## src/verilog/br_cfg.svh

```systemverilog
`ifndef BR_CFG_SVH
`define BR_CFG_SVH

// datapath width for pc, operands and targets
`define BR_XLEN 32

// predictor update queue between EX and the BTB
`define BR_UPD_FIFO_DEPTH 4

// direct-mapped BTB size, must stay a power of two
`define BR_BTB_ENTRIES 16

// pc bits below the BTB index, instructions are word aligned
`define BR_PC_ALIGN 2

`endif

```

## src/verilog/br_pkg.sv

```systemverilog
`include "br_cfg.svh"

package br_pkg;

    // branch kind as decoded in ID, LoongArch style
    typedef enum logic [3:0] {
        BR_NONE = 4'd0,                     // not a branch
        BR_JIRL = 4'd1,                     // register relative jump
        BR_B    = 4'd2,                     // unconditional pc relative
        BR_BL   = 4'd3,                     // call, pc relative
        BR_BEQ  = 4'd4,
        BR_BNE  = 4'd5,
        BR_BLT  = 4'd6,                     // signed compares
        BR_BGE  = 4'd7,
        BR_BLTU = 4'd8,                     // unsigned compares
        BR_BGEU = 4'd9
    } br_type_e;

    // class seen by the predictor
    typedef enum logic [1:0] {
        PD_NONE    = 2'd0,
        PD_COND    = 2'd1,                  // conditional branch
        PD_CALL    = 2'd2,                  // bl
        PD_RET_IND = 2'd3                   // jirl, return or indirect
    } pd_type_e;

    typedef struct packed {
        logic [`BR_XLEN-1:0] pc;            // pc of this slot
        logic [`BR_XLEN-1:0] rdata1;        // first source register
        logic [`BR_XLEN-1:0] rdata2;        // second source register
        logic [`BR_XLEN-1:0] imm;           // sign extended offset
        br_type_e            br_type;
        pd_type_e            pd_type;
        logic                pred_taken;    // front end direction guess
        logic [`BR_XLEN-1:0] pred_pc;       // front end target guess
    } ex_slot_t;

    typedef struct packed {
        logic                valid;         // flush and refetch strobe
        logic [`BR_XLEN-1:0] pc;            // refetch address
        logic                slot_a;        // redirect came from slot a
    } br_redirect_t;

    typedef struct packed {
        logic [`BR_XLEN-1:0] pc;            // branch pc, indexes the BTB
        pd_type_e            pd_type;
        logic [`BR_XLEN-1:0] target;        // computed target, taken or not
        logic                jump;          // real outcome
    } bp_update_t;

endpackage

```

## src/verilog/branch_eval.sv

```systemverilog
`timescale 1ns/1ns
`include "br_cfg.svh"

module branch_eval (
    input  br_pkg::ex_slot_t     slot,
    output logic                 taken,
    output logic [`BR_XLEN-1:0]  target
);
    import br_pkg::*;

    logic [`BR_XLEN:0]   diff;              // rdata1 - rdata2 with borrow bit
    logic                eq;                // operands equal
    logic                lt_u;              // unsigned less than
    logic                lt_s;              // signed less than
    logic                sign_differs;      // operand sign bits differ
    logic [`BR_XLEN-1:0] base;              // adder base, pc or rdata1

    // one subtractor for every compare
    assign diff = {1'b0, slot.rdata1} - {1'b0, slot.rdata2};
    assign eq   = (diff[`BR_XLEN-1:0] == '0);
    assign lt_u = diff[`BR_XLEN];           // borrow out

    // signed, with opposite signs the negative one is smaller
    assign sign_differs = slot.rdata1[`BR_XLEN-1] ^ slot.rdata2[`BR_XLEN-1];
    assign lt_s = sign_differs ? slot.rdata1[`BR_XLEN-1] : diff[`BR_XLEN-1];

    always_comb begin
        case (slot.br_type)
            BR_JIRL,
            BR_B,
            BR_BL:   taken = 1'b1;          // always jump
            BR_BEQ:  taken = eq;
            BR_BNE:  taken = ~eq;
            BR_BLT:  taken = lt_s;
            BR_BGE:  taken = ~lt_s;
            BR_BLTU: taken = lt_u;
            BR_BGEU: taken = ~lt_u;
            default: taken = 1'b0;          // none and unused codes
        endcase
    end

    // jirl is register relative, all others pc relative
    assign base   = (slot.br_type == BR_JIRL) ? slot.rdata1 : slot.pc;
    assign target = base + slot.imm;

endmodule

```

## src/verilog/fu_br.sv

```systemverilog
`timescale 1ns/1ns
`include "br_cfg.svh"

module fu_br (
    input  br_pkg::ex_slot_t     slot_a,
    input  br_pkg::ex_slot_t     slot_b,
    input  logic                 stall_dcache_buf,
    input  logic                 stall_div_buf,
    output br_pkg::br_redirect_t redirect,
    output logic                 upd_valid,
    output br_pkg::bp_update_t   upd
);
    import br_pkg::*;

    localparam logic [`BR_XLEN-1:0] INSN_BYTES = 4;  // fall through step

    logic                taken_a;       // real outcome of slot a
    logic                taken_b;
    logic [`BR_XLEN-1:0] target_a;      // real target of slot a
    logic [`BR_XLEN-1:0] target_b;
    logic                mis_a;         // slot a guessed wrong
    logic                mis_b;
    logic [`BR_XLEN-1:0] fix_pc_a;      // where slot a should have gone
    logic [`BR_XLEN-1:0] fix_pc_b;
    logic                no_stall;      // both buffered stalls low
    logic                upd_sel_b;     // update describes slot b
    pd_type_e            upd_type_raw;  // selected class before stall gate

    branch_eval eval_a (
        .slot   (slot_a),
        .taken  (taken_a),
        .target (target_a)
    );

    branch_eval eval_b (
        .slot   (slot_b),
        .taken  (taken_b),
        .target (target_b)
    );

    // wrong direction or wrong pc on a real branch
    assign mis_a = (slot_a.br_type != BR_NONE) &&
                   ((slot_a.pred_taken != taken_a) || (slot_a.pred_pc != target_a));
    assign mis_b = (slot_b.br_type != BR_NONE) &&
                   ((slot_b.pred_taken != taken_b) || (slot_b.pred_pc != target_b));

    assign fix_pc_a = taken_a ? target_a : slot_a.pc + INSN_BYTES;
    assign fix_pc_b = taken_b ? target_b : slot_b.pc + INSN_BYTES;

    // a stalled EX would redirect again on every held cycle
    assign no_stall = ~stall_dcache_buf & ~stall_div_buf;

    // older slot a wins
    assign redirect.valid  = (mis_a | mis_b) & no_stall;
    assign redirect.pc     = mis_a ? fix_pc_a : fix_pc_b;
    assign redirect.slot_a = mis_a;

    // slot a feeds the predictor first if it is a predicted branch
    assign upd_sel_b    = (slot_a.pd_type == PD_NONE);
    assign upd_type_raw = upd_sel_b ? slot_b.pd_type : slot_a.pd_type;

    assign upd.pc      = upd_sel_b ? slot_b.pc : slot_a.pc;
    assign upd.target  = upd_sel_b ? target_b  : target_a;
    assign upd.jump    = upd_sel_b ? taken_b   : taken_a;
    assign upd.pd_type = no_stall ? upd_type_raw : PD_NONE;   // class dropped under stall

    // push only a record whose class survived the stall gate
    assign upd_valid = (upd.pd_type != PD_NONE);

endmodule

```

## src/verilog/bp_update_fifo.sv

```systemverilog
`timescale 1ns/1ns
`include "br_cfg.svh"

module bp_update_fifo (
    input  logic               clk,
    input  logic               rst,
    input  logic               push,
    input  br_pkg::bp_update_t push_data,
    output logic               wr_valid,
    output br_pkg::bp_update_t wr_data,
    input  logic               wr_ready,
    output logic               overflow
);
    import br_pkg::*;

    localparam int DEPTH = `BR_UPD_FIFO_DEPTH;
    localparam int PTR_W = (DEPTH > 1) ? $clog2(DEPTH) : 1;
    localparam int CNT_W = $clog2(DEPTH + 1);

    bp_update_t       mem [DEPTH];      // payload only, no reset
    logic [PTR_W-1:0] wr_ptr;           // next free slot
    logic [PTR_W-1:0] rd_ptr;           // head
    logic [CNT_W-1:0] count;            // occupied entries
    logic             full;
    logic             pop;              // head taken by the BTB this cycle
    logic             push_ok;          // push that gets stored

    assign full     = (count == CNT_W'(DEPTH));
    assign wr_valid = (count != '0);
    assign wr_data  = mem[rd_ptr];
    assign pop      = wr_valid & wr_ready;
    assign push_ok  = push & (~full | pop);   // full plus pop frees a slot

    always_ff @(posedge clk) begin
        if (push_ok) begin
            mem[wr_ptr] <= push_data;
        end
    end

    always_ff @(posedge clk) begin
        if (rst) begin
            wr_ptr   <= '0;
            rd_ptr   <= '0;
            count    <= '0;
            overflow <= 1'b0;
        end else begin
            if (push_ok) begin
                wr_ptr <= (wr_ptr == PTR_W'(DEPTH - 1)) ? '0 : wr_ptr + 1'b1;
            end
            if (pop) begin
                rd_ptr <= (rd_ptr == PTR_W'(DEPTH - 1)) ? '0 : rd_ptr + 1'b1;
            end
            case ({push_ok, pop})
                2'b10:   count <= count + 1'b1;
                2'b01:   count <= count - 1'b1;
                default: count <= count;        // idle or push with pop
            endcase
            if (push && !push_ok) begin
                overflow <= 1'b1;               // sticky until reset
            end
        end
    end

endmodule

```

## src/verilog/btb_table.sv

```systemverilog
`timescale 1ns/1ns
`include "br_cfg.svh"

module btb_table (
    input  logic                 clk,
    input  logic                 rst,
    input  logic                 wr_valid,
    input  br_pkg::bp_update_t   wr_data,
    output logic                 wr_ready,
    input  logic                 lookup_en,
    input  logic [`BR_XLEN-1:0]  lookup_pc,
    output logic                 hit,
    output logic [`BR_XLEN-1:0]  hit_target,
    output logic                 hit_jump,
    output br_pkg::pd_type_e     hit_type
);
    import br_pkg::*;

    localparam int ENTRIES = `BR_BTB_ENTRIES;
    localparam int IDX_W   = $clog2(ENTRIES);
    localparam int IDX_LO  = `BR_PC_ALIGN;          // skip byte offset
    localparam int TAG_LO  = IDX_LO + IDX_W;
    localparam int TAG_W   = `BR_XLEN - TAG_LO;

    typedef struct packed {
        logic [TAG_W-1:0]    tag;               // upper pc bits
        logic [`BR_XLEN-1:0] target;
        logic                jump;              // last outcome only
        pd_type_e            pd_type;
    } btb_entry_t;

    btb_entry_t         table_q [ENTRIES];      // payload, no reset
    logic [ENTRIES-1:0] valid_q;                // cleared on reset

    logic               wr_en;                  // drain one FIFO entry
    logic [IDX_W-1:0]   wr_idx;
    btb_entry_t         wr_entry;
    logic [IDX_W-1:0]   rd_idx;
    btb_entry_t         rd_entry;
    logic               tag_match;

    // lookups own the single port, writes wait
    assign wr_ready = ~lookup_en;
    assign wr_en    = wr_valid & wr_ready;
    assign wr_idx   = wr_data.pc[TAG_LO-1:IDX_LO];

    assign wr_entry.tag     = wr_data.pc[`BR_XLEN-1:TAG_LO];
    assign wr_entry.target  = wr_data.target;
    assign wr_entry.jump    = wr_data.jump;
    assign wr_entry.pd_type = wr_data.pd_type;

    always_ff @(posedge clk) begin
        if (wr_en) begin
            table_q[wr_idx] <= wr_entry;        // replace whatever was there
        end
    end

    always_ff @(posedge clk) begin
        if (rst) begin
            valid_q <= '0;
        end else if (wr_en) begin
            valid_q[wr_idx] <= 1'b1;
        end
    end

    // combinational read
    assign rd_idx    = lookup_pc[TAG_LO-1:IDX_LO];
    assign rd_entry  = table_q[rd_idx];
    assign tag_match = (rd_entry.tag == lookup_pc[`BR_XLEN-1:TAG_LO]);

    assign hit = lookup_en & valid_q[rd_idx] & tag_match;

    // outputs quiet on a miss
    assign hit_target = hit ? rd_entry.target : '0;
    assign hit_jump   = hit & rd_entry.jump;
    assign hit_type   = hit ? rd_entry.pd_type : PD_NONE;

endmodule

```

## src/verilog/ex_branch_top.sv

```systemverilog
`timescale 1ns/1ns
`include "br_cfg.svh"

module ex_branch_top (
    input  logic                 clk,
    input  logic                 rst,
    input  br_pkg::ex_slot_t     slot_a,
    input  br_pkg::ex_slot_t     slot_b,
    input  logic                 stall_dcache_buf,
    input  logic                 stall_div_buf,
    input  logic                 lookup_en,
    input  logic [`BR_XLEN-1:0]  lookup_pc,
    output br_pkg::br_redirect_t redirect,
    output logic                 overflow,
    output logic                 hit,
    output logic [`BR_XLEN-1:0]  hit_target,
    output logic                 hit_jump,
    output br_pkg::pd_type_e     hit_type
);
    import br_pkg::*;

    logic       upd_valid;      // EX update strobe
    bp_update_t upd;            // EX update record
    logic       wr_valid;       // FIFO head present
    bp_update_t wr_data;        // FIFO head
    logic       wr_ready;       // BTB free this cycle

    fu_br u_fu_br (
        .slot_a           (slot_a),
        .slot_b           (slot_b),
        .stall_dcache_buf (stall_dcache_buf),
        .stall_div_buf    (stall_div_buf),
        .redirect         (redirect),
        .upd_valid        (upd_valid),
        .upd              (upd)
    );

    bp_update_fifo u_upd_fifo (
        .clk       (clk),
        .rst       (rst),
        .push      (upd_valid),
        .push_data (upd),
        .wr_valid  (wr_valid),
        .wr_data   (wr_data),
        .wr_ready  (wr_ready),
        .overflow  (overflow)
    );

    btb_table u_btb (
        .clk        (clk),
        .rst        (rst),
        .wr_valid   (wr_valid),
        .wr_data    (wr_data),
        .wr_ready   (wr_ready),
        .lookup_en  (lookup_en),
        .lookup_pc  (lookup_pc),
        .hit        (hit),
        .hit_target (hit_target),
        .hit_jump   (hit_jump),
        .hit_type   (hit_type)
    );

endmodule

```

## config.mk

```make
export PLATFORM = sky130hd
export DESIGN_NAME = ex_branch_top
export DESIGN_NICKNAME = d
export VERILOG_FILES = /design/src/verilog/br_pkg.sv /design/src/verilog/branch_eval.sv /design/src/verilog/fu_br.sv /design/src/verilog/bp_update_fifo.sv /design/src/verilog/btb_table.sv /design/src/verilog/ex_branch_top.sv
export VERILOG_INCLUDE_DIRS = /design/src /design/src/verilog
export SDC_FILE = /design/constraint.sdc
export NUM_CORES = 2
export LEC_CHECK = 0
export BUFFER_PORTS_ARGS = -buffer_cell sky130_fd_sc_hd__clkbuf_2
export CAP_MARGIN = 25
export CORE_MARGIN = 2
export CORE_UTILIZATION = 39
export DETAILED_ROUTE_END_ITERATION = 6
export HOLD_SLACK_MARGIN = 0.02
export PLACE_DENSITY = 0.67
export SYNTH_ARGS = -nofsm -noshare
export SYNTH_HDL_FRONTEND = slang
export SYNTH_SLANG_ARGS = --single-unit
```

## constraint.sdc

```tcl
create_clock -name clk -period 7.76 [get_ports clk]
set_input_delay 0.776 -clock clk [delete_from_list [all_inputs] [get_ports clk]]
set_output_delay 0.776 -clock clk [all_outputs]
set_load 0.02 [all_outputs]
```

==> flow_metrics.tcl <==
set metrics [dict create \
    nets 4892 \
    avgSynthCellArea_um2 15.66 \
    die_area_um2 159800 \
    post-place-cells 6317 \
    fin_setup_tns_ns 0 \
    first_global_vias 38234 \
    drive_above_1_share_pct 28.30 \
    dpl_cell_area_um2 66180 \
    routedWlPerCell_um 28.97 \
    synthAdderAreaFrac_pct 2.954 \
    place.gp.congestion 1.050 \
    ant_nets 0 \
    stdcell_count 6554 \
    grt.total_usage_pct 23.41 \
    worstSetupEndpointType "output pin" \
    synth_ff_type "edfxtp_1" \
    grt_pass1_wl_mm 269.1 \
    grt_max_degree 88 \
    synthSimpleGateAreaFrac_pct 6.902 \
    relSlewSlack_pct 28.38 \
    io_buffers 439 \
    drt_wl_total_mm 189.8 \
    drv_cap 0 \
    syn2layout_area_growth_pct 14.93 \
    crit_type "in -> out" \
    synthArstFlopShare_pct 0 \
    gr-total-overflow 0 \
    yosys.area.top_type_share_pct 60.77 \
    p_leak_nw 24.34 \
    cts.reportedPaths.clkPinSlew_ns 0.06 \
    hpwl_mm 133.6 \
    yosysTopAreaCell "edfxtp_1" \
    antenna_found_initial 16 \
    core_um2 155800 \
    cts_hold_buf 0 \
    fp.dieH_um 399.7 \
    synth-edff-count 1236 \
    rsz0062_at_grt "false" \
    multi_input_area_um2 22360 \
    syn_inst 3899 \
    yosysWarnings 0 \
    violations "design-rule violations" \
    period_minus_slack_ns 7.467 \
    synth_cell_types 98 \
    finalInstanceArea_um2 70190 \
    clock_tree.root_cell "clkbuf_16" \
    p_per_area_nw_per_um2 256.7 \
    first_iter_violations 4398 \
    initial_core_util_pct 39.19 \
    vdd_drop_max_uv 195.7 \
    placementRows 145 \
    synth_top_family_by_area "multiplexers" \
    synth_nets 4410 \
    synth_area_um2 61070 \
    clk_path_buf_depth 3 \
    clock-sinks 1262 \
    cp_data_required_time_ns 6.98 \
    synthXorXnorAreaFrac_pct 3.382 \
    fill_cells 13513 \
    ys_seq_area_share_pct 61.63 \
    synth_compound_gate_area_share_pct 6.163 \
    firstDrtPassIters 7 \
    ios 442 \
    start_kind "primary input" \
    hp-class "reg -> reg" \
    seq_area_um2 37640 \
    die_x_um 399.7 \
    drc 3 \
    ys_seq_elements 1262 \
    worst_pin_slew_ns 1.074 \
    insertion_delay_ns 0.71 \
    crit_fanout 22 \
    skew_ns 0.04773 \
    final-setup-viol-count 0 \
    routed_via_density 5.843 \
    maxSlewViolCount 0 \
    numCtsBuffers 119 \
    muxShareOfSynthArea_pct 16.84 \
    status "finished, violations left" \
    cts_tree "yes" \
    layout_worst_path_cycle_share_pct 96.22 \
    netlist_top_cells_area "edfxtp_1 (61%), mux4_2 (14%), ha_1 (2.7%), xnor2_1 (2.0%), nand2_1 (1.7%)" \
    arrival_ns 6.69 \
    max_freq_ghz 0.1339 \
    h-tree-depth 3 \
    dr_total_vias 38295 \
    hold_viol 0 \
]
==> cells in the mapped netlist (26+ instances only) <==
| cell type | instances |
|---|---|
| edfxtp_1 | 1236 |
| mux4_2 | 375 |
| nand2_1 | 271 |
| nor2_1 | 181 |
| xnor2_1 | 138 |
| ha_1 | 133 |
| clkbuf_1 | 132 |
| inv_1 | 130 |
| a21oi_1 | 129 |
| o21ai_0 | 100 |
| mux2i_1 | 87 |
| mux2_2 | 85 |
| nand3_1 | 83 |
| and3_1 | 77 |
| xor2_1 | 59 |
| nand4_1 | 53 |
| nor3_1 | 42 |
| a21o_1 | 40 |
| buf_1 | 36 |
| o21a_1 | 30 |
| buf_2 | 26 |
| dfxtp_1 | 26 |
| o211ai_1 | 26 |
==> cells in the final DEF, fill, tap and decap left out, types with 20 or more instances in the layout <==
| master | instances |
|---|---|
| clkinv_1 | 37 |
| nand2_1 | 270 |
| clkbuf_16 | 121 |
| o21ai_0 | 98 |
| mux2i_1 | 84 |
| dfxtp_1 | 24 |
| and3_1 | 77 |
| nand2b_1 | 25 |
| mux2_2 | 85 |
| mux4_2 | 375 |
| nand4_1 | 53 |
| buf_4 | 117 |
| ha_1 | 132 |
| inv_1 | 130 |
| edfxtp_1 | 1236 |
| o21a_1 | 29 |
| nor2_1 | 163 |
| clkbuf_2 | 434 |
| nor3_1 | 41 |
| xnor2_1 | 138 |
| xor2_1 | 59 |
| clkbuf_1 | 20 |
| a21o_1 | 40 |
| o211ai_1 | 26 |
| clkinv_2 | 22 |
| a21oi_1 | 128 |
| nand3_1 | 83 |
==> kinds of logic after synthesis <==
family | Yosys count
AO/OA/AOI/OAI | 544
XOR/XNOR | 212
adder cells (fa/ha/maj) | 140
buffers and inverters | 331
flip-flops | 1262
multiplexers | 548
AND/OR/NAND/NOR | 862
==> registers in the layout, summed over array words and instances, names as in the netlist, named ones only <==
register and flops:
u_upd_fifo.overflow 1, u_btb.table_q 976, u_upd_fifo.count 3, u_btb.valid_q 16, u_upd_fifo.rd_ptr 2, u_upd_fifo.mem 260
u_upd_fifo.wr_ptr 2
==> per-layer routing <==
layer | global-route usage (%) | up-vias | wire, µm
met3 | 3.214 | 286 | 14600
met1 | 31.75 | 19622 | 76800
met2 | 38.51 | 1828 | 91270
li1 | - | 16553 | -
met4 | 8.620 | 6 | 7141
met5 | 0 | - | 35
==> power breakdown <==
| part | switching [mW] | total (mW) | internal (mW) |
|---|---|---|---|
| clock | 2.45 | 5.70 | 3.24 |
| combinational | 2.51 | 3.74 | 1.24 |
| sequential | 0.0945 | 8.58 | 8.48 |
| total | 5.05 | 18.0 | 13.0 |
==> path summary, 6_finish.rpt <==
| check | start | to | slack [ns] | cells after the start |
|---|---|---|---|---|
| max | slot_a[36] | redirect[10] | 0.29 | 21 |
| min | u_upd_fifo.overflow$_SDFFE_PP0P_ | u_upd_fifo.overflow$_SDFFE_PP0P_ | 0.45 | 2 |
| max reg2reg | flop | u_btb.table_q[6][24]$_DFFE_PP_ | 3.37 | 6 |
| min reg2reg | u_upd_fifo.overflow$_SDFFE_PP0P_ | u_upd_fifo.overflow$_SDFFE_PP0P_ | 0.45 | 2 |
==> worst max-delay path, cell delays in order <==
cell,delay (ns)
clkbuf_2,0.15
nor4b_2,0.40
buf_12,0.24
mux2_2,0.36
ha_1,0.33
fa_1,0.52
a211oi_2,0.39
o21ai_0,0.24
a2111oi_0,0.47
nor3b_1,0.18
xor2_1,0.17
a2111oi_0,0.40
and3_1,0.25
nand4_1,0.16
a2111oi_2,0.28
a41oi_1,0.25
a21oi_4,0.31
buf_6,0.22
mux2i_1,0.22
buf_4,0.16
clkbuf_2,0.17
==> area by class of cell <==
type	count	share of cell area, %
clock buffer	150	4.597
antenna	9	0.03209
tap	2058	3.669
inverter	131	0.7041
clock inverter	77	0.9501
multi-input combinational	2306	31.85
timing repair buffer	561	4.567
sequential	1262	53.63
==> per-stage QoR <==
step / util [%] / total power [mW] / setup slack [ns] / hold WS (ns)
floorplan: - / 10.87 / 0.8341 / 0.4348
global placement: 42.46 / 12.33 / 0.2598 / 0.4446
CTS: 44.96 / 18.06 / 0.1704 / 0.4533
detailed placement: 42.47 / 12.41 / 0.1968 / 0.4436
global route: 45.04 / 18.61 / 0.008136 / 0.4772
finish: 45.04 / 18.02 / 0.2935 / 0.4506
==> repair_timing <==
item,4_1_cts,5_1_grt
setup endpoints to repair,0,33
setup buffers,0,0
resized for setup,0,18
No activity file was read; power rests on OpenSTA's default activity.
